$ cat src/eeg_cfg_pkg.sv
`default_nettype none

package eeg_cfg_pkg;

    //======================================================================
    // Configuration register widths
    //======================================================================

    // Bank index, one bit per bank
    localparam int bank_w     = 4;

    // RAM address widths, 4k activation and 8k weight words
    localparam int aram_add_w = 12;
    localparam int wram_add_w = 13;

    // Layer shape
    localparam int conv_ch_w  = 8;
    localparam int conv_len_w = 10;

    // Stride, dilation and pool factor, encoded as 1/2/4/8
    localparam int fac_w      = 2;

    // Up to 8 kernel taps
    localparam int wei_w      = 3;

    localparam int pool_len_w = 10;

endpackage

`default_nettype wire

$ cat src/eeg_cmd_pkg.sv
`default_nettype none

package eeg_cmd_pkg;

    // Host command word
    localparam int cmd_w  = 32;

    // One level per operation opcode
    localparam int op_num = 6;

    // Codes 2, 4, 7, 9 and 15 have no opcode
    typedef enum logic [3:0] {
        op_itoa     = 4'd0,
        op_itow     = 4'd1,
        op_atow     = 4'd3,
        op_conv     = 4'd5,
        op_pool     = 4'd6,
        op_read     = 4'd8,
        op_inf_mult = 4'd10,
        op_inf_bias = 4'd11,
        op_inf_conv = 4'd12,
        op_inf_aram = 4'd13,
        op_inf_wram = 4'd14
    } opcode_t;

    //======================================================================
    // Command field map, lsb and width of each field
    //======================================================================
    localparam int fld_opcode_lo    = 0,  fld_opcode_w    = 4;
    // RAM windows and bank indexes
    localparam int fld_aram_len_lo  = 4,  fld_aram_len_w  = 12;
    localparam int fld_aram_idx_lo  = 16, fld_aram_idx_w  = 4;
    localparam int fld_aram_add_lo  = 20, fld_aram_add_w  = 12;
    localparam int fld_wram_len_lo  = 4,  fld_wram_len_w  = 13;
    localparam int fld_wram_sel_lo  = 17, fld_wram_sel_w  = 2;
    localparam int fld_wram_add_lo  = 19, fld_wram_add_w  = 13;
    localparam int fld_wram_idx_lo  = 12, fld_wram_idx_w  = 4;
    localparam int fld_oram_idx_lo  = 8,  fld_oram_idx_w  = 4;
    // Layer shape and coefficient base
    localparam int fld_conv_ich_lo  = 4,  fld_conv_ich_w  = 8;
    localparam int fld_conv_och_lo  = 12, fld_conv_och_w  = 8;
    localparam int fld_conv_len_lo  = 20, fld_conv_len_w  = 10;
    localparam int fld_coef_add_lo  = 4,  fld_coef_add_w  = 13;
    // CONV settings
    localparam int fld_strd_lo      = 4,  fld_strd_w      = 2;
    localparam int fld_dila_lo      = 6,  fld_dila_w      = 2;
    localparam int fld_wei_lo       = 8,  fld_wei_w       = 3;
    localparam int fld_resn_lo      = 11, fld_resn_w      = 1;
    localparam int fld_cpad_lo      = 15, fld_cpad_w      = 1;
    localparam int fld_relu_conv_lo = 16, fld_relu_conv_w = 1;
    // POOL settings
    localparam int fld_relu_pool_lo = 18, fld_relu_pool_w = 1;
    localparam int fld_maxp_lo      = 16, fld_maxp_w      = 1;
    localparam int fld_avgp_lo      = 17, fld_avgp_w      = 1;
    localparam int fld_pool_fac_lo  = 4,  fld_pool_fac_w  = 2;
    localparam int fld_pool_len_lo  = 22, fld_pool_len_w  = 10;

endpackage

`default_nettype wire

$ cat src/cmd_decoder.sv
`timescale 1ns/1ps
`default_nettype none

module cmd_decoder
    import eeg_cmd_pkg::*;
(
    input  wire               clk,
    input  wire               rst_n,
    input  wire               cmd_vld,
    input  wire  [cmd_w-1:0]  cmd_dat,
    output logic              aram_idx_ld,
    output logic              wram_idx_ld,
    output logic              wram_sel_ld,
    output logic              oram_idx_ld,
    output logic              aram_win_ld,
    output logic              wram_win_ld,
    output logic              layer_ld,
    output logic              mult_ld,
    output logic              bias_ld,
    output logic              conv_ld,
    output logic              pool_ld,
    output logic [op_num-1:0] op_lvl,
    output logic              info_vld,
    output logic [op_num-1:0] info_cmd
);

    opcode_t           opcode;
    logic [op_num-1:0] op_nxt;

    assign opcode = opcode_t'(cmd_dat[fld_opcode_lo +: fld_opcode_w]);

    //======================================================================
    // Bank load strobes
    //======================================================================
    // Index loads
    assign aram_idx_ld = cmd_vld && (opcode == op_itoa || opcode == op_atow ||
                                     opcode == op_read);
    assign wram_idx_ld = cmd_vld && (opcode == op_atow || opcode == op_read);
    assign wram_sel_ld = cmd_vld && (opcode == op_itow);
    assign oram_idx_ld = cmd_vld && (opcode == op_read);

    // Window base and length, from a transfer or an info command
    assign aram_win_ld = cmd_vld && (opcode == op_itoa || opcode == op_inf_aram);
    assign wram_win_ld = cmd_vld && (opcode == op_itow || opcode == op_inf_wram);

    // Convolution and pooling banks
    assign layer_ld    = cmd_vld && (opcode == op_inf_conv);
    assign mult_ld     = cmd_vld && (opcode == op_inf_mult);
    assign bias_ld     = cmd_vld && (opcode == op_inf_bias);
    assign conv_ld     = cmd_vld && (opcode == op_conv);
    assign pool_ld     = cmd_vld && (opcode == op_pool);

    //======================================================================
    // Operation levels
    //======================================================================
    // Info and unused codes give all zero
    always_comb begin
        op_nxt = '0;
        case (opcode)
            op_itoa: op_nxt[0] = 1'b1;
            op_itow: op_nxt[1] = 1'b1;
            op_atow: op_nxt[2] = 1'b1;
            op_conv: op_nxt[3] = 1'b1;
            op_pool: op_nxt[4] = 1'b1;
            op_read: op_nxt[5] = 1'b1;
            default: op_nxt    = '0;
        endcase
    end

    // Level holds until the next valid command
    always_ff @(posedge clk or negedge rst_n) begin
        if (!rst_n) begin
            op_lvl <= '0;
        end else if (cmd_vld) begin
            op_lvl <= op_nxt;
        end
    end

    // One-cycle info pulse per accepted command
    always_ff @(posedge clk or negedge rst_n) begin
        if (!rst_n) begin
            info_vld <= 1'b0;
        end else begin
            info_vld <= cmd_vld;
        end
    end

    assign info_cmd = op_lvl;

endmodule

`default_nettype wire

$ cat src/conv_cfg_regs.sv
`timescale 1ns/1ps
`default_nettype none

module conv_cfg_regs
    import eeg_cmd_pkg::*, eeg_cfg_pkg::*;
(
    input  wire                   clk,
    input  wire                   rst_n,
    input  wire  [cmd_w-1:0]      cmd_dat,
    input  wire                   layer_ld,
    input  wire                   mult_ld,
    input  wire                   bias_ld,
    input  wire                   conv_ld,
    output logic [conv_ch_w-1:0]  conv_ich,
    output logic [conv_ch_w-1:0]  conv_och,
    output logic [conv_len_w-1:0] conv_len,
    output logic [wram_add_w-1:0] mult_add,
    output logic [wram_add_w-1:0] bias_add,
    output logic [fac_w-1:0]      strd_fac,
    output logic [fac_w-1:0]      dila_fac,
    output logic [wei_w-1:0]      conv_wei,
    output logic                  resn_ena,
    output logic                  cpad_ena
);

    // Layer shape from INF_CONV
    always_ff @(posedge clk or negedge rst_n) begin
        if (!rst_n) begin
            conv_ich <= '0;
            conv_och <= '0;
            conv_len <= '0;
        end else if (layer_ld) begin
            conv_ich <= cmd_dat[fld_conv_ich_lo +: fld_conv_ich_w];
            conv_och <= cmd_dat[fld_conv_och_lo +: fld_conv_och_w];
            conv_len <= cmd_dat[fld_conv_len_lo +: fld_conv_len_w];
        end
    end

    //======================================================================
    // Coefficient base addresses in weight RAM
    //======================================================================
    // Multiplier and bias share one field position
    always_ff @(posedge clk or negedge rst_n) begin
        if (!rst_n) begin
            mult_add <= '0;
        end else if (mult_ld) begin
            mult_add <= cmd_dat[fld_coef_add_lo +: fld_coef_add_w];
        end
    end

    always_ff @(posedge clk or negedge rst_n) begin
        if (!rst_n) begin
            bias_add <= '0;
        end else if (bias_ld) begin
            bias_add <= cmd_dat[fld_coef_add_lo +: fld_coef_add_w];
        end
    end

    // Kernel settings, all from CONV
    always_ff @(posedge clk or negedge rst_n) begin
        if (!rst_n) begin
            strd_fac <= '0;
            dila_fac <= '0;
            conv_wei <= '0;
            resn_ena <= 1'b0;
            cpad_ena <= 1'b0;
        end else if (conv_ld) begin
            strd_fac <= cmd_dat[fld_strd_lo +: fld_strd_w];
            dila_fac <= cmd_dat[fld_dila_lo +: fld_dila_w];
            conv_wei <= cmd_dat[fld_wei_lo +: fld_wei_w];
            resn_ena <= cmd_dat[fld_resn_lo +: fld_resn_w];
            cpad_ena <= cmd_dat[fld_cpad_lo +: fld_cpad_w];
        end
    end

endmodule

`default_nettype wire

$ cat src/eeg_cmd_top.sv
`timescale 1ns/1ps
`default_nettype none

module eeg_cmd_top
    import eeg_cmd_pkg::*, eeg_cfg_pkg::*;
(
    input  wire                   clk,
    input  wire                   rst_n,
    input  wire                   cmd_vld,
    input  wire  [cmd_w-1:0]      cmd_dat,
    output logic                  info_vld,
    output logic [op_num-1:0]     info_cmd,
    output logic [op_num-1:0]     op_lvl,
    // RAM windows
    output logic [bank_w-1:0]     aram_idx,
    output logic [bank_w-1:0]     wram_idx,
    output logic [bank_w-1:0]     oram_idx,
    output logic [aram_add_w-1:0] aram_add,
    output logic [aram_add_w-1:0] aram_len,
    output logic [wram_add_w-1:0] wram_add,
    output logic [wram_add_w-1:0] wram_len,
    // Convolution
    output logic [conv_ch_w-1:0]  conv_ich,
    output logic [conv_ch_w-1:0]  conv_och,
    output logic [conv_len_w-1:0] conv_len,
    output logic [wram_add_w-1:0] mult_add,
    output logic [wram_add_w-1:0] bias_add,
    output logic [fac_w-1:0]      strd_fac,
    output logic [fac_w-1:0]      dila_fac,
    output logic [wei_w-1:0]      conv_wei,
    output logic                  resn_ena,
    output logic                  cpad_ena,
    // Pooling
    output logic [pool_len_w-1:0] pool_len,
    output logic [fac_w-1:0]      pool_fac,
    output logic                  maxp_ena,
    output logic                  avgp_ena,
    output logic                  relu_ena
);

    // Decoder strobes into the banks
    logic aram_idx_ld;
    logic wram_idx_ld;
    logic wram_sel_ld;
    logic oram_idx_ld;
    logic aram_win_ld;
    logic wram_win_ld;
    logic layer_ld;
    logic mult_ld;
    logic bias_ld;
    logic conv_ld;
    logic pool_ld;

    //======================================================================
    // Opcode decode
    //======================================================================
    cmd_decoder u_dec (
        .clk         (clk),
        .rst_n       (rst_n),
        .cmd_vld     (cmd_vld),
        .cmd_dat     (cmd_dat),
        .aram_idx_ld (aram_idx_ld),
        .wram_idx_ld (wram_idx_ld),
        .wram_sel_ld (wram_sel_ld),
        .oram_idx_ld (oram_idx_ld),
        .aram_win_ld (aram_win_ld),
        .wram_win_ld (wram_win_ld),
        .layer_ld    (layer_ld),
        .mult_ld     (mult_ld),
        .bias_ld     (bias_ld),
        .conv_ld     (conv_ld),
        .pool_ld     (pool_ld),
        .op_lvl      (op_lvl),
        .info_vld    (info_vld),
        .info_cmd    (info_cmd)
    );

    //======================================================================
    // Configuration banks
    //======================================================================
    ram_cfg_regs u_ram (
        .clk         (clk),
        .rst_n       (rst_n),
        .cmd_dat     (cmd_dat),
        .aram_idx_ld (aram_idx_ld),
        .wram_idx_ld (wram_idx_ld),
        .wram_sel_ld (wram_sel_ld),
        .oram_idx_ld (oram_idx_ld),
        .aram_win_ld (aram_win_ld),
        .wram_win_ld (wram_win_ld),
        .aram_idx    (aram_idx),
        .wram_idx    (wram_idx),
        .oram_idx    (oram_idx),
        .aram_add    (aram_add),
        .aram_len    (aram_len),
        .wram_add    (wram_add),
        .wram_len    (wram_len)
    );

    conv_cfg_regs u_conv (
        .clk      (clk),
        .rst_n    (rst_n),
        .cmd_dat  (cmd_dat),
        .layer_ld (layer_ld),
        .mult_ld  (mult_ld),
        .bias_ld  (bias_ld),
        .conv_ld  (conv_ld),
        .conv_ich (conv_ich),
        .conv_och (conv_och),
        .conv_len (conv_len),
        .mult_add (mult_add),
        .bias_add (bias_add),
        .strd_fac (strd_fac),
        .dila_fac (dila_fac),
        .conv_wei (conv_wei),
        .resn_ena (resn_ena),
        .cpad_ena (cpad_ena)
    );

    // CONV also reaches this bank for the shared ReLU enable
    pool_cfg_regs u_pool (
        .clk      (clk),
        .rst_n    (rst_n),
        .cmd_dat  (cmd_dat),
        .conv_ld  (conv_ld),
        .pool_ld  (pool_ld),
        .pool_len (pool_len),
        .pool_fac (pool_fac),
        .maxp_ena (maxp_ena),
        .avgp_ena (avgp_ena),
        .relu_ena (relu_ena)
    );

endmodule

`default_nettype wire

$ cat src/pool_cfg_regs.sv
`timescale 1ns/1ps
`default_nettype none

module pool_cfg_regs
    import eeg_cmd_pkg::*, eeg_cfg_pkg::*;
(
    input  wire                   clk,
    input  wire                   rst_n,
    input  wire  [cmd_w-1:0]      cmd_dat,
    input  wire                   conv_ld,
    input  wire                   pool_ld,
    output logic [pool_len_w-1:0] pool_len,
    output logic [fac_w-1:0]      pool_fac,
    output logic                  maxp_ena,
    output logic                  avgp_ena,
    output logic                  relu_ena
);

    // Pooling window settings
    always_ff @(posedge clk or negedge rst_n) begin
        if (!rst_n) begin
            pool_len <= '0;
            pool_fac <= '0;
            maxp_ena <= 1'b0;
            avgp_ena <= 1'b0;
        end else if (pool_ld) begin
            pool_len <= cmd_dat[fld_pool_len_lo +: fld_pool_len_w];
            pool_fac <= cmd_dat[fld_pool_fac_lo +: fld_pool_fac_w];
            maxp_ena <= cmd_dat[fld_maxp_lo +: fld_maxp_w];
            avgp_ena <= cmd_dat[fld_avgp_lo +: fld_avgp_w];
        end
    end

    //======================================================================
    // ReLU enable, shared by CONV and POOL
    //======================================================================
    // Last writer wins, each from its own bit
    always_ff @(posedge clk or negedge rst_n) begin
        if (!rst_n) begin
            relu_ena <= 1'b0;
        end else if (conv_ld) begin
            relu_ena <= cmd_dat[fld_relu_conv_lo +: fld_relu_conv_w];
        end else if (pool_ld) begin
            relu_ena <= cmd_dat[fld_relu_pool_lo +: fld_relu_pool_w];
        end
    end

endmodule

`default_nettype wire

$ cat src/ram_cfg_regs.sv
`timescale 1ns/1ps
`default_nettype none

module ram_cfg_regs
    import eeg_cmd_pkg::*, eeg_cfg_pkg::*;
(
    input  wire                   clk,
    input  wire                   rst_n,
    input  wire  [cmd_w-1:0]      cmd_dat,
    input  wire                   aram_idx_ld,
    input  wire                   wram_idx_ld,
    input  wire                   wram_sel_ld,
    input  wire                   oram_idx_ld,
    input  wire                   aram_win_ld,
    input  wire                   wram_win_ld,
    output logic [bank_w-1:0]     aram_idx,
    output logic [bank_w-1:0]     wram_idx,
    output logic [bank_w-1:0]     oram_idx,
    output logic [aram_add_w-1:0] aram_add,
    output logic [aram_add_w-1:0] aram_len,
    output logic [wram_add_w-1:0] wram_add,
    output logic [wram_add_w-1:0] wram_len
);

    // Select value n picks weight bank n
    logic [bank_w-1:0] sel_hot;

    assign sel_hot = bank_w'(1) << cmd_dat[fld_wram_sel_lo +: fld_wram_sel_w];

    //======================================================================
    // Bank indexes
    //======================================================================
    always_ff @(posedge clk or negedge rst_n) begin
        if (!rst_n) begin
            aram_idx <= '0;
        end else if (aram_idx_ld) begin
            aram_idx <= cmd_dat[fld_aram_idx_lo +: fld_aram_idx_w];
        end
    end

    // ITOW selects one bank, ATOW and READ give the mask directly
    always_ff @(posedge clk or negedge rst_n) begin
        if (!rst_n) begin
            wram_idx <= '0;
        end else if (wram_sel_ld) begin
            wram_idx <= sel_hot;
        end else if (wram_idx_ld) begin
            wram_idx <= cmd_dat[fld_wram_idx_lo +: fld_wram_idx_w];
        end
    end

    always_ff @(posedge clk or negedge rst_n) begin
        if (!rst_n) begin
            oram_idx <= '0;
        end else if (oram_idx_ld) begin
            oram_idx <= cmd_dat[fld_oram_idx_lo +: fld_oram_idx_w];
        end
    end

    //======================================================================
    // RAM windows
    //======================================================================
    always_ff @(posedge clk or negedge rst_n) begin
        if (!rst_n) begin
            aram_add <= '0;
            aram_len <= '0;
        end else if (aram_win_ld) begin
            aram_add <= cmd_dat[fld_aram_add_lo +: fld_aram_add_w];
            aram_len <= cmd_dat[fld_aram_len_lo +: fld_aram_len_w];
        end
    end

    always_ff @(posedge clk or negedge rst_n) begin
        if (!rst_n) begin
            wram_add <= '0;
            wram_len <= '0;
        end else if (wram_win_ld) begin
            wram_add <= cmd_dat[fld_wram_add_lo +: fld_wram_add_w];
            wram_len <= cmd_dat[fld_wram_len_lo +: fld_wram_len_w];
        end
    end

endmodule

`default_nettype wire

$ cat config.mk
export PLATFORM = sky130hd
export DESIGN_NAME = eeg_cmd_top
export DESIGN_NICKNAME = d
export VERILOG_FILES = /design/src/eeg_cfg_pkg.sv /design/src/eeg_cmd_pkg.sv /design/src/cmd_decoder.sv /design/src/conv_cfg_regs.sv /design/src/eeg_cmd_top.sv /design/src/pool_cfg_regs.sv /design/src/ram_cfg_regs.sv
export SDC_FILE = /design/constraint.sdc
export NUM_CORES = 1
export LEC_CHECK = 0
export CAP_MARGIN = 40
export CORE_UTILIZATION = 55
export CTS_BUF_LIST = sky130_fd_sc_hd__clkbuf_16
export CTS_CLUSTER_SIZE = 12
export DETAILED_ROUTE_END_ITERATION = 8
export DONT_BUFFER_PORTS = 1
export PLACE_DENSITY = 0.78
export SLEW_MARGIN = 20
export SYNTH_ARGS = -nofsm -noshare
export SYNTH_HDL_FRONTEND = slang
export SYNTH_SLANG_ARGS = --single-unit
export TNS_END_PERCENT = 50
$ cat constraint.sdc
create_clock -name clk -period 1 [get_ports clk]
set_clock_uncertainty 0.05 [all_clocks]
set_input_delay 0.1 -clock clk [delete_from_list [all_inputs] [get_ports clk]]
set_output_delay 0.1 -clock clk [all_outputs]
set_load 0.01 [all_outputs]
# After elaboration in Yosys (flattened, before gate mapping)
# Cells that the tools add are included.
[classes] n_lt_le_gt_ge=0 mux=10 addsub=0 mul=0 shifts=1 eq_ne=10 reduce_logical=19 div_mod_pow=0 bitwise_logic=0
[op_table] op="$eq A4 B4 Y1 const B" count=6
[op_table] op="$logic_and A1 B1 Y1" count=11
[op_table] op="$eq A4 B3 Y1 const B" count=2
[op_table] op="$mux W1" count=8
[op_table] op="$mux W4" count=2
[op_table] op="$logic_or A1 B1 Y1" count=5
[op_table] op="$eq A4 B1 Y1 const B" count=1
[op_table] op="$eq A4 B2 Y1 const B" count=1
[op_table] op="$logic_not A4 Y1" count=1
[op_table] op="$reduce_bool A2 Y1" count=2
[op_table] op="$shl A1 B2 Y4 const A" count=1
[word_totals] ram_bits=0 reg_bits=145 wordCells=64 output_inout_bits=151 memories=0 latch_bits=0 inputBits=35 rom_bits=0

# Depth between registers and ports, before layout
# Gate-level depths: netlist of run 1.
[logic_depth] word_depth=5 mapped_depth=5 ltp_nobuf=3

# Hierarchy
# A second synthesis of run 1 with hierarchy kept.
[unflattened] cells_unflattened=359 hier_area_um2=6038.3
[modules_own_cells] module="ram_cfg_regs" seq_area_each_um2=1551.5 area_per_inst_um2=2551.2 cells_each=139 instances=1
[modules_own_cells] module="conv_cfg_regs" seq_area_each_um2=1526.5 area_per_inst_um2=2359.8 cells_each=128 instances=1
[modules_own_cells] module="pool_cfg_regs" seq_area_each_um2=375.4 area_per_inst_um2=616.8 cells_each=34 instances=1
[modules_own_cells] module="cmd_decoder" seq_area_each_um2=175.2 area_per_inst_um2=510.5 cells_each=58 instances=1

# Worst setup path before layout of run 1
# No wires, ideal clock.
[synth_path] path_kind="input to register" from="in cmd_dat[2]" to="reg u_ram.aram_add[10]" path_slack_ps=-603 required_ps=825 cell_stages=5 arrival_time_ps=1428 setup_time_ps=125 path_buffers=2 path_cell_list="buf_6 or3_4 a211oi_4 buf_6 mux2_2"
[synth_via] elab_chain_len=3 elab_cells_between_ends=4 classes_between="1 x eq/ne; 3 x reduce/logical"
[synth_rtl] element="start, declared" line_no="eeg_cmd_top.sv:10" source="input wire [cmd_w-1:0] cmd_dat,"
[synth_rtl] element="$eq A4 B4 Y1 / $logic_not A4 Y1 (equally long branches)" line_no="cmd_decoder.sv:43" source="assign aram_win_ld = cmd_vld && (opcode == op_itoa || opcode == op_inf_aram);"
[synth_rtl] element="$logic_or A1 B1 Y1 *" line_no="cmd_decoder.sv:43"
[synth_rtl] element="$logic_and A1 B1 Y1 *" line_no="cmd_decoder.sv:43"
[synth_rtl] element="end signal, assigned" line_no="ram_cfg_regs.sv:68" source="aram_add <= cmd_dat[fld_aram_add_lo +: fld_aram_add_w];"
[synth_rtl] element="end, declared" line_no="ram_cfg_regs.sv:19" source="output logic [aram_add_w-1:0] aram_add,"
# Mark *: on every way between the ends. The rest lies on a longest branch, timed or not.
# A chain may end at the register's enable or synchronous reset.

# Worst setup path after layout of run 1
[layout_path] from="reg u_dec.op_lvl[1] (netlist: u_dec.info_cmd[1])" to="out op_lvl[1]"
[layout_lines] element="start, declared" line_no="cmd_decoder.sv:22" source="output logic [op_num-1:0] op_lvl,"
[layout_lines] element="start signal, assigned" line_no="cmd_decoder.sv:75" source="op_lvl <= op_nxt;"
[layout_lines] element="end, declared" line_no="eeg_cmd_top.sv:13" source="output logic [op_num-1:0] op_lvl,"
# No word-level cell between the ends.

==> results of run 1 <==
[cell families (layout without fill, tap and decap cells)]
logic type / after synthesis / count (layout) / share of synthesized area
buffers and inverters: 29 / 112 / 0.0304
multiplexers: 134 / 134 / 0.266
flip-flops: 145 / 145 / 0.639
AO/OA/AOI/OAI: 23 / 23 / 0.0287
AND/OR/NAND/NOR: 29 / 29 / 0.0359
[final cells by class]
class	count	area, µm²	share of cell area
clock buffers	17	425	0.0583
clock inverters	15	181	0.0248
inverters	6	22.5	0.00308
multi-input cells	186	2090	0.286
flip-flops and latches	145	3630	0.497
well taps	133	166	0.0228
repair buffers	74	787	0.108
[layout by cell type (no fill, tap or decap), drive strengths merged, types with 2 or more instances in the layout]
| cell | n |
|---|---|
| dfrtp | 145 |
| o21ai | 10 |
| o21a | 2 |
| clkinv | 6 |
| inv | 11 |
| or3 | 2 |
| clkbuf | 17 |
| nand4 | 4 |
| or4 | 2 |
| o211ai | 8 |
| nand3b | 2 |
| mux2 | 134 |
| nand2b | 2 |
| buf | 41 |
| nand3 | 3 |
| bufinv | 3 |
| dlygate4sd3 | 32 |
| nor2 | 5 |
[sequential cells by signal (all words and copies together) (netlist names), 2 cells and up]
register and flops:
u_ram.wram_len 13, u_ram.wram_idx 4, u_pool.pool_len 10, u_conv.conv_ich 8, u_pool.pool_fac 2, u_ram.aram_len 12
u_conv.dila_fac 2, u_ram.aram_idx 4, u_ram.oram_idx 4, u_conv.conv_och 8, u_conv.conv_wei 3, u_conv.mult_add 13
u_ram.wram_add 13, u_conv.conv_len 10, u_conv.bias_add 13, u_dec.info_cmd 6, u_conv.strd_fac 2, u_ram.aram_add 12
[metrics by stage]
step           hold slack [ps]  setup TNS (ps)  area, µm²
6_report                  -671           -3170       7300
3_3_place_gp              -243          -29220       6210
5_1_grt                   -689           -5100       7300
2_1_floorplan             -246          -43610       5910
4_1_cts                   -688           -3440       7250
3_5_place_dp              -243          -31250       6210
[per-layer routing]
| metal | part of all wire | GRT usage | vias to the layer above | wire [µm] |
|---|---|---|---|---|
| met5 | 0 | 0 | - | 0 |
| met4 | 0.020 | 0.101 | 0 | 263 |
| met3 | 0.093 | 0.102 | 24 | 1210 |
| met2 | 0.49 | 0.412 | 162 | 6430 |
| met1 | 0.39 | 0.313 | 1739 | 5150 |
| li1 | - | - | 1424 | - |
[worst max path at each step]
stage,slack [ps],cells past startpoint,from,end
6_report,-100,1,u_dec.info_cmd[1],op_lvl[1]
5_1_grt,-120,1,u_dec.info_cmd[1],info_cmd[1]
4_1_cts,-100,1,u_dec.info_cmd[4],info_cmd[4]
3_5_place_dp,-520,4,cmd_dat[0],u_ram.aram_add[8]
3_3_place_gp,-490,4,cmd_dat[0],u_ram.aram_add[10]
2_1_floorplan,-570,5,cmd_dat[2],u_ram.aram_add[10]
[power by group through the flow]
stage	Clock, µW	Combinational (µW)	Sequential [µW]
4_1_cts	6570	2310	8890
5_1_grt	6870	2520	9030
3_5_place_dp	0	2010	8940
6_report	6490	2330	8880
2_1_floorplan	0	1580	8630
3_3_place_gp	0	1890	8890
[repair_timing]
action                     4_1_cts  5_1_grt
hold buffers                    33        1
hold endpoints to repair       289      154
setup buffers                    2        3
pin swaps                        0        0
resized for setup               22        9
setup endpoints to repair       84      146
==> out/qor.txt, run 1 <==
Seq/Total Area, Yosys -> 0.639
Diode insertion count for antenna repair -> 0
Final ANT Viol Nets -> 0
Clock latency at the later pin of the worst-skew pair -> 410 ps
TritonCTS buffer count -> 17
Maximum level of the CTS H-tree -> 4
Layout overhead on the synthesized area -> 28.6%
Tightest Pin Transition -> 380 ps
Share of the synthesized area in the top cell type -> 0.639
CP Buf/Inv Count -> 1
Pint -> 12800 µW
Setup-failing EPs final -> 49
Type of element launching the critical path -> flip-flop
Setup repair after global routing missed its margin -> yes
Total congestion overflow after global routing -> 0
Family with the most delay on the worst path -> flip-flops
Most area-consuming cells after synthesis -> sky130_fd_sc_hd__dfrtp_1 64%, sky130_fd_sc_hd__mux2_2 26%, sky130_fd_sc_hd__buf_4 1.1%
Via-to-Cell Ratio -> 5.81
Vias in the first global route -> 3648
First-pass GRT wire length -> 21000 µm
Static Leak -> 0.00332 µW
Commonest register cell after synthesis -> sky130_fd_sc_hd__dfrtp_1
Detailed Place HPWL -> 8240 µm
Post-synthesis instance area -> 5680 µm²
Syn Inst Count -> 360
Detailed-route wire length per cell -> 22.7 µm
Unique masters post-synth -> 34
Switching share of total power -> 0.276
Top Ports -> 186
Final core area utilization -> 0.737
Max IR drop VDD -> 0.00159 V
Placer congestion estimate -> 0.806
Largest area contributor in the synthesized netlist -> sky130_fd_sc_hd__dfrtp_1
Vias -> 3349
Portion of total power attributed to the clock network -> 0.367
Count of flip-flops with a built-in enable after synthesis -> 0
Cells on worst reg2reg path -> 3
Setup WS pre-CTS -> -515 ps
DIE HEIGHT -> 104 µm
Mean area per synthesized cell -> 15.8 µm²
Required time at the endpoint of the critical path -> 850 ps
Fraction of synthesis flops using an asynchronous set or reset pin -> 1.00
Longest Clk Path Bufs -> 2
Final wirelength -> 13100 µm
Type of destination of the critical path -> output pin
Floorplan Core Area -> 9910 µm²
Critical Setup Path Class -> reg -> out
Series of cell instances along the critical path -> buf_6
Initial Util -> 0.573
1st-iter DRT viols -> 172
Number of iterations in the first detailed-routing pass -> 4
Cell with the most instances after synthesis -> sky130_fd_sc_hd__dfrtp_1
Worst-path cell with the longest stage delay -> sky130_fd_sc_hd__dfrtp_1
DRC violation count after routing -> 0
Layout Nets -> 465
Ratio of total power to cell area -> 2420 nW/µm²
Core Rows -> 36
Shortest clock period the worst path allows after layout -> 1100 ps
Headroom to the max-slew limit -> 0.746
Syn Nets -> 395
Clock net sink count -> 145
Root Buffer -> sky130_fd_sc_hd__clkbuf_16
Final Hold Vio Count -> 153
Buffers added on ports -> 0
Final-report max-slew violation count -> 0
Leading post-synthesis cells by instance count -> 145 x sky130_fd_sc_hd__dfrtp_1, 132 x sky130_fd_sc_hd__mux2_2, 9 x sky130_fd_sc_hd__buf_2, 9 x sky130_fd_sc_hd__o21ai_0
Violated checks -> hold timing, setup timing
Worst-case register-to-register setup slack -> -70 ps
Status -> finished, violations left
Post-route fraction of the period consumed by the critical path -> 1.10
Overall die area -> 10700 µm²
Crit Reg-Reg Endpoint -> u_dec.info_cmd[1]
Die outline width -> 104 µm
Pin count of the biggest net entering global routing -> 146
Number of synthesized register bits -> 145
Largest fanout of any net on the critical path -> 2
Highest cell delay on the worst timing path -> 400 ps
Class of the tightest hold or removal check -> in -> async
Placed instance count -> 506
Fraction of layout instances using a drive strength above 1 -> 0.483
Peak Freq -> 910 MHz
Initial antenna violation count -> 0
Worst Setup Slack, final -> -99.1 ps
Fill cell count -> 604
Worst-case hold slack -> -671 ps
Startpoint of the most critical register-to-register path -> u_dec.info_cmd[1]
Data arrival time of the worst path -> 950 ps
Max-cap viol count -> 0
Number of warning messages in the yosys log -> 0
Clock-pin slew of the registers on the worst-case setup and hold paths -> 60 ps
Number of standard cells in the final layout excluding fillers -> 576
Final Power -> 17700 µW
Net switching power of the design -> 4890 µW
Seq pwr share -> 0.502
Total track usage -> 0.258
Clock tree from TritonCTS -> done
Combinational fraction of design power -> 0.132
(Power assumes the default switching activity.)
==> run 2: changes to the inputs <==
==> constraint.sdc (replaced) <==
create_clock -name clk -period 1 [get_ports clk]
set_clock_uncertainty 0.05 [all_clocks]
set_input_delay 0.15 -clock clk [delete_from_list [all_inputs] [get_ports clk]]
set_output_delay 0.15 -clock clk [all_outputs]
set_load 0.01 [all_outputs]
==> run 2 against run 1 <==
Sequential power is essentially flat. Final cell count grew 0.52%. Wire length grew 0.80%. Critical path depth is the same. Worst hold slack gained 50 ps. Power shrank 3.2%. The run still ends with hold timing, setup timing left. First-iteration DRC count shrank 14%. Register-to-register slack gained 30 ps. Maximum frequency shrank 4.5%. Largest power group unchanged. Final area shrank 0.60%.
==> out/qor.txt, run 2 (synthesized netlist as in run 1, its figures left out) <==
Initial antenna violation count -> 0 (unchanged)
Class of the tightest hold or removal check -> in -> async
Top Ports -> 186 (unchanged)
Via-to-Cell Ratio -> 5.74 (-1.2%)
Clock-pin slew of the registers on the worst-case setup and hold paths -> 70 ps (about the same)
Shortest clock period the worst path allows after layout -> 1150 ps (+51.6 ps)
Global Route met3 Usage -> 0.0906 (-0.0113)
Setup repair after global routing missed its margin -> yes
Static Leak -> 0.00330 µW (-0.73%)
Number of iterations in the first detailed-routing pass -> 4 (unchanged)
1st-iter DRT viols -> 148 (-14%)
Headroom to the max-slew limit -> 0.734 (-0.0111)
Peak Freq -> 869 MHz (-4.5%)
Worst-case hold slack -> -621 ps (+49.9 ps)
Detailed-route wire length per cell -> 22.7 µm (+0.28%)
Worst-path cell with the longest stage delay -> sky130_fd_sc_hd__dfrtp_1
Final Hold Vio Count -> 152 (-0.65%)
Series of cell instances along the critical path -> buf_6
Maximum level of the CTS H-tree -> 4 (unchanged)
Largest fanout of any net on the critical path -> 2 (unchanged)
Ratio of total power to cell area -> 2360 nW/µm² (-2.6%)
Highest cell delay on the worst timing path -> 410 ps (about the same)
DRC violation count after routing -> 0 (unchanged)
Longest Clk Path Bufs -> 2 (unchanged)
DIE HEIGHT -> 104 µm (unchanged)
Root Buffer -> sky130_fd_sc_hd__clkbuf_16
Fill cell count -> 594 (-1.7%)
Vias in the first global route -> 3557 (-2.5%)
Type of element launching the critical path -> flip-flop
Leading cell types in the layout, fill and taps excluded -> 140 x sky130_fd_sc_hd__dfrtp_1, 86 x sky130_fd_sc_hd__mux2_2, 46 x sky130_fd_sc_hd__mux2_4
Violated checks -> hold timing, setup timing
Status -> finished, violations left
Pint -> 12100 µW (-5.3%)
Pin count of the biggest net entering global routing -> 146 (unchanged)
Total track usage -> 0.258 (about the same)
Portion of total power attributed to the clock network -> 0.342 (-0.025)
Required time at the endpoint of the critical path -> 800 ps (-50 ps)
Buffers added on ports -> 0 (unchanged)
Diode insertion count for antenna repair -> 0 (unchanged)
Final-report max-slew violation count -> 0 (unchanged)
Final Power -> 17100 µW (-3.2%)
Placer congestion estimate -> 0.823 (+2.1%)
Fraction of layout instances using a drive strength above 1 -> 0.500 (+0.0169)
Critical Setup Path Class -> reg -> out
Met1 GRT Util -> 0.331 (+0.0181)
Die outline width -> 104 µm (unchanged)
Floorplan Core Area -> 9910 µm² (unchanged)
Core Rows -> 36 (unchanged)
Seq pwr share -> 0.519 (+0.017)
Most congested layer reported by global routing -> met2
Switching share of total power -> 0.292 (+0.0156)
Max-cap viol count -> 0 (unchanged)
Multi-input gate area in the final layout -> 2080 µm² (-0.36%)
Data arrival time of the worst path -> 950 ps (about the same)
CP Buf/Inv Count -> 1 (unchanged)
TritonCTS buffer count -> 17 (unchanged)
Worst Setup Slack, final -> -151 ps (-51.6 ps)
Max IR drop VDD -> 0.00153 V (-3.5%)
Initial Util -> 0.573 (unchanged)
Vias -> 3325 (-0.72%)
Combinational fraction of design power -> 0.139 (+0.007)
Post-route fraction of the period consumed by the critical path -> 1.15 (+0.0516)
Overall die area -> 10700 µm² (unchanged)
Layout overhead on the synthesized area -> 27.9%
Met2 track demand over resource -> 0.404 (-0.00863)
Setup-failing EPs final -> 178 (+260%)
Final wirelength -> 13200 µm (+0.80%)
Seq. cell area -> 3630 µm² (+0.14%)
Leading cell type in the layout, fill and taps excluded -> sky130_fd_sc_hd__dfrtp_1
First-pass GRT wire length -> 20900 µm (-0.43%)
Tightest Pin Transition -> 398 ps (+18.0 ps)
Layout Nets -> 468 (+0.65%)
Net switching power of the design -> 5000 µW (+2.2%)
Final ANT Viol Nets -> 0 (unchanged)
Family with the most delay on the worst path -> flip-flops
Detailed Place HPWL -> 8280 µm (+0.40%)
Clock latency at the later pin of the worst-skew pair -> 410 ps (about the same)
Clock net sink count -> 145 (unchanged)
Total congestion overflow after global routing -> 0 (unchanged)
Clock tree from TritonCTS -> done
Type of destination of the critical path -> output pin
## run 2: final timing paths
check	startpoint	end	slack, ps	depth (start not counted)
max	u_ram.aram_add[9]	aram_add[9]	-150	1
min	rst_n	u_conv.mult_add[1]	-620	0
max reg2reg	u_pool.maxp_ena	u_pool.maxp_ena	-40	3
min reg2reg	u_conv.strd_fac[1]	u_conv.strd_fac[1]	480	1
max in group asynchronous	rst_n	u_dec.info_cmd[0]	1340	0
min in group clk	cmd_dat[17]	u_conv.conv_och[5]	-160	1
## run 2: repair_timing
action                     in CTS  in global routing
hold endpoints to repair      289                154
buffers inserted                5                  5
cloned                          0                  0
resized for setup              22                 10
setup endpoints to repair     175                177
hold buffers                   32                  1
pin swaps                       0                  1
## run 2: layout make-up
class / count / share of cell area
Sequential cell: 145 / 0.501
Multi-Input combinational cell: 186 / 0.287
Timing Repair Buffer: 77 / 0.111
Clock buffer: 17 / 0.0586
Tap cell: 133 / 0.0229
Clock inverter: 15 / 0.0169
Inverter: 6 / 0.00310
## run 2: stage by stage
step	instances	instance area, µm²	TNS (ps)	util	setup slack [ps]
2_1_floorplan	360	5910	-50610	-	-623
3_3_place_gp	504	6200	-36270	0.626	-539
3_5_place_dp	504	6200	-39340	0.626	-583
4_1_cts	573	7180	-11430	0.725	-161
5_1_grt	579	7260	-14280	0.732	-179
6_report	579	7260	-9120	0.732	-151
## run 2: layer usage
layer	vias to the layer above	wire length (µm)
li1	1423	-
met1	1746	5530
met2	139	6310
met3	17	1090
met4	0	223
met5	-	0
## run 2: power groups by stage
stage	Clock, µW	Combinational [µW]	Sequential, µW
6_report	5860	2380	8890
5_1_grt	6190	2570	9040
4_1_cts	5940	2310	8880
3_5_place_dp	0	2000	8940
3_3_place_gp	0	1880	8890
2_1_floorplan	0	1580	8630
==> run 3: changes to the inputs <==
--- a/config.mk
+++ b/config.mk
@@ -8,9 +8,10 @@
 export CAP_MARGIN = 40
 export CORE_UTILIZATION = 55
 export CTS_BUF_LIST = sky130_fd_sc_hd__clkbuf_16
-export CTS_CLUSTER_SIZE = 12
+export CTS_CLUSTER_SIZE = 25
 export DETAILED_ROUTE_END_ITERATION = 8
 export DONT_BUFFER_PORTS = 1
+export HOLD_SLACK_MARGIN = 0.06
 export PLACE_DENSITY = 0.78
 export SLEW_MARGIN = 20
 export SYNTH_ARGS = -nofsm -noshare
==> constraint.sdc (replaced) <==
create_clock -name clk -period 1.2 [get_ports clk]
set_clock_uncertainty 0.05 [all_clocks]
set_input_delay 0.18 -clock clk [delete_from_list [all_inputs] [get_ports clk]]
set_output_delay 0.18 -clock clk [all_outputs]
set_load 0.01 [all_outputs]
==> run 3 against run 2 <==
The flow finishes with violations (hold timing). Worst hold slack improved by 36 ps. Count of clock-buffer cells in the layout stayed put. Sequential share of layout area increased by 1.5 points. Sequential power shrank 16%. Global-route usage decreased by 0.14 points. Wire length decreased by 1.8%. Flip-flop and latch count unchanged. Non-clock buffer count fell by 21. Register-to-register slack improved by 330 ps. Combinational power is 33% lower. Setup slack gained 180 ps. Clock power shrank 12%.
==> out/qor.txt, run 3 (synthesized netlist as in run 1, its figures left out) <==
Largest fanout of any net on the critical path -> 14 (+12)
Final ANT Viol Nets -> 0 (unchanged)
Clock net sink count -> 145 (unchanged)
Total congestion overflow after global routing -> 0 (unchanged)
Uppermost metal layer occupied by signal nets -> met4
Final Power -> 14200 µW (-17%)
Clock-pin slew of the registers on the worst-case setup and hold paths -> 60 ps (about the same)
Longest Clk Path Bufs -> 2 (unchanged)
Clock latency at the later pin of the worst-skew pair -> 400 ps (about the same)
Layout Nets -> 447 (-4.5%)
Sum of met2 wire segment lengths after detailed routing -> 6410 µm (+1.6%)
Type of element launching the critical path -> input port
Status -> finished, violations left
Required time at the endpoint of the critical path -> 1440 ps (+640 ps)
Summed area of non-filler cells in the final layout -> 7040 µm² (-3.0%)
Setup bufs post-CTS -> 0 (-5)
Floorplan Core Area -> 9910 µm² (unchanged)
Clock tree from TritonCTS -> done
Wire length on met3 -> 1200 µm (+9.6%)
First-pass GRT wire length -> 21000 µm (about the same)
Violated checks -> hold timing
Multi-input gate area in the final layout -> 2050 µm² (-1.4%)
Post-place instance area -> 6100 µm² (-1.6%)
Detailed-route wire length per cell -> 23.3 µm (+2.3%)
Max-cap viol count -> 0 (unchanged)
Via-to-Cell Ratio -> 5.80 (+1.0%)
1st-iter DRT viols -> 165 (+11%)
Static Leak -> 0.00319 µW (-3.3%)
Setup-failing EPs final -> 0 (-100%)
Number of standard cells in the final layout excluding fillers -> 556 (-4.0%)
Type of destination of the critical path -> flip-flop
Final-report max-slew violation count -> 0 (unchanged)
Buffers added on ports -> 0 (unchanged)
Hold bufs inserted after CTS -> 35 (+9.4%)
Core Rows -> 36 (unchanged)
Shortest clock period the worst path allows after layout -> 1180 ps
Sum of routed wire segments on met1 -> 5190 µm (-6.1%)
Vias -> 3225 (-3.0%)
Initial Util -> 0.573 (unchanged)
DIE HEIGHT -> 104 µm (unchanged)
DRC violation count after routing -> 0 (unchanged)
Diode insertion count for antenna repair -> 0 (unchanged)
Setup repair after global routing missed its margin -> yes
Headroom to the max-slew limit -> 0.744 (+0.00925)
Leading cell type in the layout, fill and taps excluded -> sky130_fd_sc_hd__dfrtp_1
Final Hold Vio Count -> 146 (-3.9%)
Max IR drop VDD -> 0.00103 V (-33%)
Worst-case hold slack -> -584 ps (+36.2 ps)
Vias in the first global route -> 3603 (+1.3%)
Class of the tightest hold or removal check -> in -> async
Fill cell count -> 642 (+8.1%)
Leading cell types in the layout, fill and taps excluded -> 145 x sky130_fd_sc_hd__dfrtp_1, 94 x sky130_fd_sc_hd__mux2_2, 38 x sky130_fd_sc_hd__mux2_4
Placed instance count -> 491 (-2.6%)
Placer congestion estimate -> 0.810 (-1.6%)
Critical Setup Path Class -> in -> reg
Overall die area -> 10700 µm² (unchanged)
Fraction of layout instances using a drive strength above 1 -> 0.447 (-0.0532)
Post-route fraction of the period consumed by the critical path -> 0.979
Ratio of total power to cell area -> 2020 nW/µm² (-15%)
Initial antenna violation count -> 0 (unchanged)
Number of iterations in the first detailed-routing pass -> 6 (+2)
Final wirelength -> 12900 µm (-1.8%)
TritonCTS buffer count -> 17 (unchanged)
Root Buffer -> sky130_fd_sc_hd__clkbuf_16
Data arrival time of the worst path -> 1410 ps (+460 ps)
Detailed Place HPWL -> 8200 µm (-0.87%)
Seq. cell area -> 3630 µm² (-0.17%)
Total track usage -> 0.256 (-0.00137)
Tightest Pin Transition -> 383 ps (-15.1 ps)
Maximum level of the CTS H-tree -> 4 (unchanged)
Top Ports -> 186 (unchanged)
Peak Freq -> 851 MHz
Pin count of the biggest net entering global routing -> 146 (unchanged)
Layout overhead on the synthesized area -> 24.0%
Die outline width -> 104 µm (unchanged)
[run 3: through the flow]
stage / setup WS, ps / hold slack [ps] / setup TNS (ps) / utilization
2_1_floorplan: -453 / -166 / -27320 / -
3_3_place_gp: -372 / -163 / -17230 / 0.616
3_5_place_dp: -417 / -163 / -19160 / 0.616
4_1_cts: 3.41 / -599 / 0 / 0.709
5_1_grt: -6.95 / -601 / -6.95 / 0.710
6_report: 24.7 / -584 / 0 / 0.710
[run 3: what timing repair did]
item	in CTS	in global routing
setup endpoints to repair	0	17
endpoints found under the hold margin	289	146
resized for setup	0	4
[run 3: cell type report]
cell class              count  share of cell area
inverters                   6             0.00320
multi-input cells         186               0.292
flip-flops and latches    145               0.515
clock inverters            13              0.0212
clock buffers              17              0.0604
repair buffers             56              0.0846
well taps                 133              0.0236
[run 3: final timing paths]
path | start | to | slack, ps | cells after the start
setup / recovery | cmd_dat[0] | u_ram.aram_len[1] | 20 | 4
hold / removal | rst_n | u_conv.conv_len[0] | -580 | 0
setup reg to reg | u_dec.info_cmd[1] | u_dec.info_cmd[1] | 290 | 1
hold reg to reg | u_ram.aram_add[2] | u_ram.aram_add[2] | 520 | 1
max in group asynchronous | rst_n | u_ram.aram_add[9] | 1450 | 0
min in group clk | cmd_dat[1] | u_dec.info_cmd[2] | -80 | 2
[run 3: metal layers]
| metal | vias up | global-route usage |
|---|---|---|
| met4 | 0 | 0.0890 |
| met1 | 1670 | 0.316 |
| met5 | - | 0 |
| met3 | 14 | 0.100 |
| met2 | 151 | 0.412 |
| li1 | 1390 | - |
[run 3: power breakdown]
part | total, µW | internal (µW) | switching (µW)
logic | 1600 | 1130 | 471
registers | 7470 | 6030 | 1450
clock network | 5130 | 3210 | 1910
[run 3: critical path: stages]
cell,delay (ps)
sky130_fd_sc_hd__or3_4,380
sky130_fd_sc_hd__a211oi_4,260
sky130_fd_sc_hd__buf_6,230
sky130_fd_sc_hd__mux2_2,360
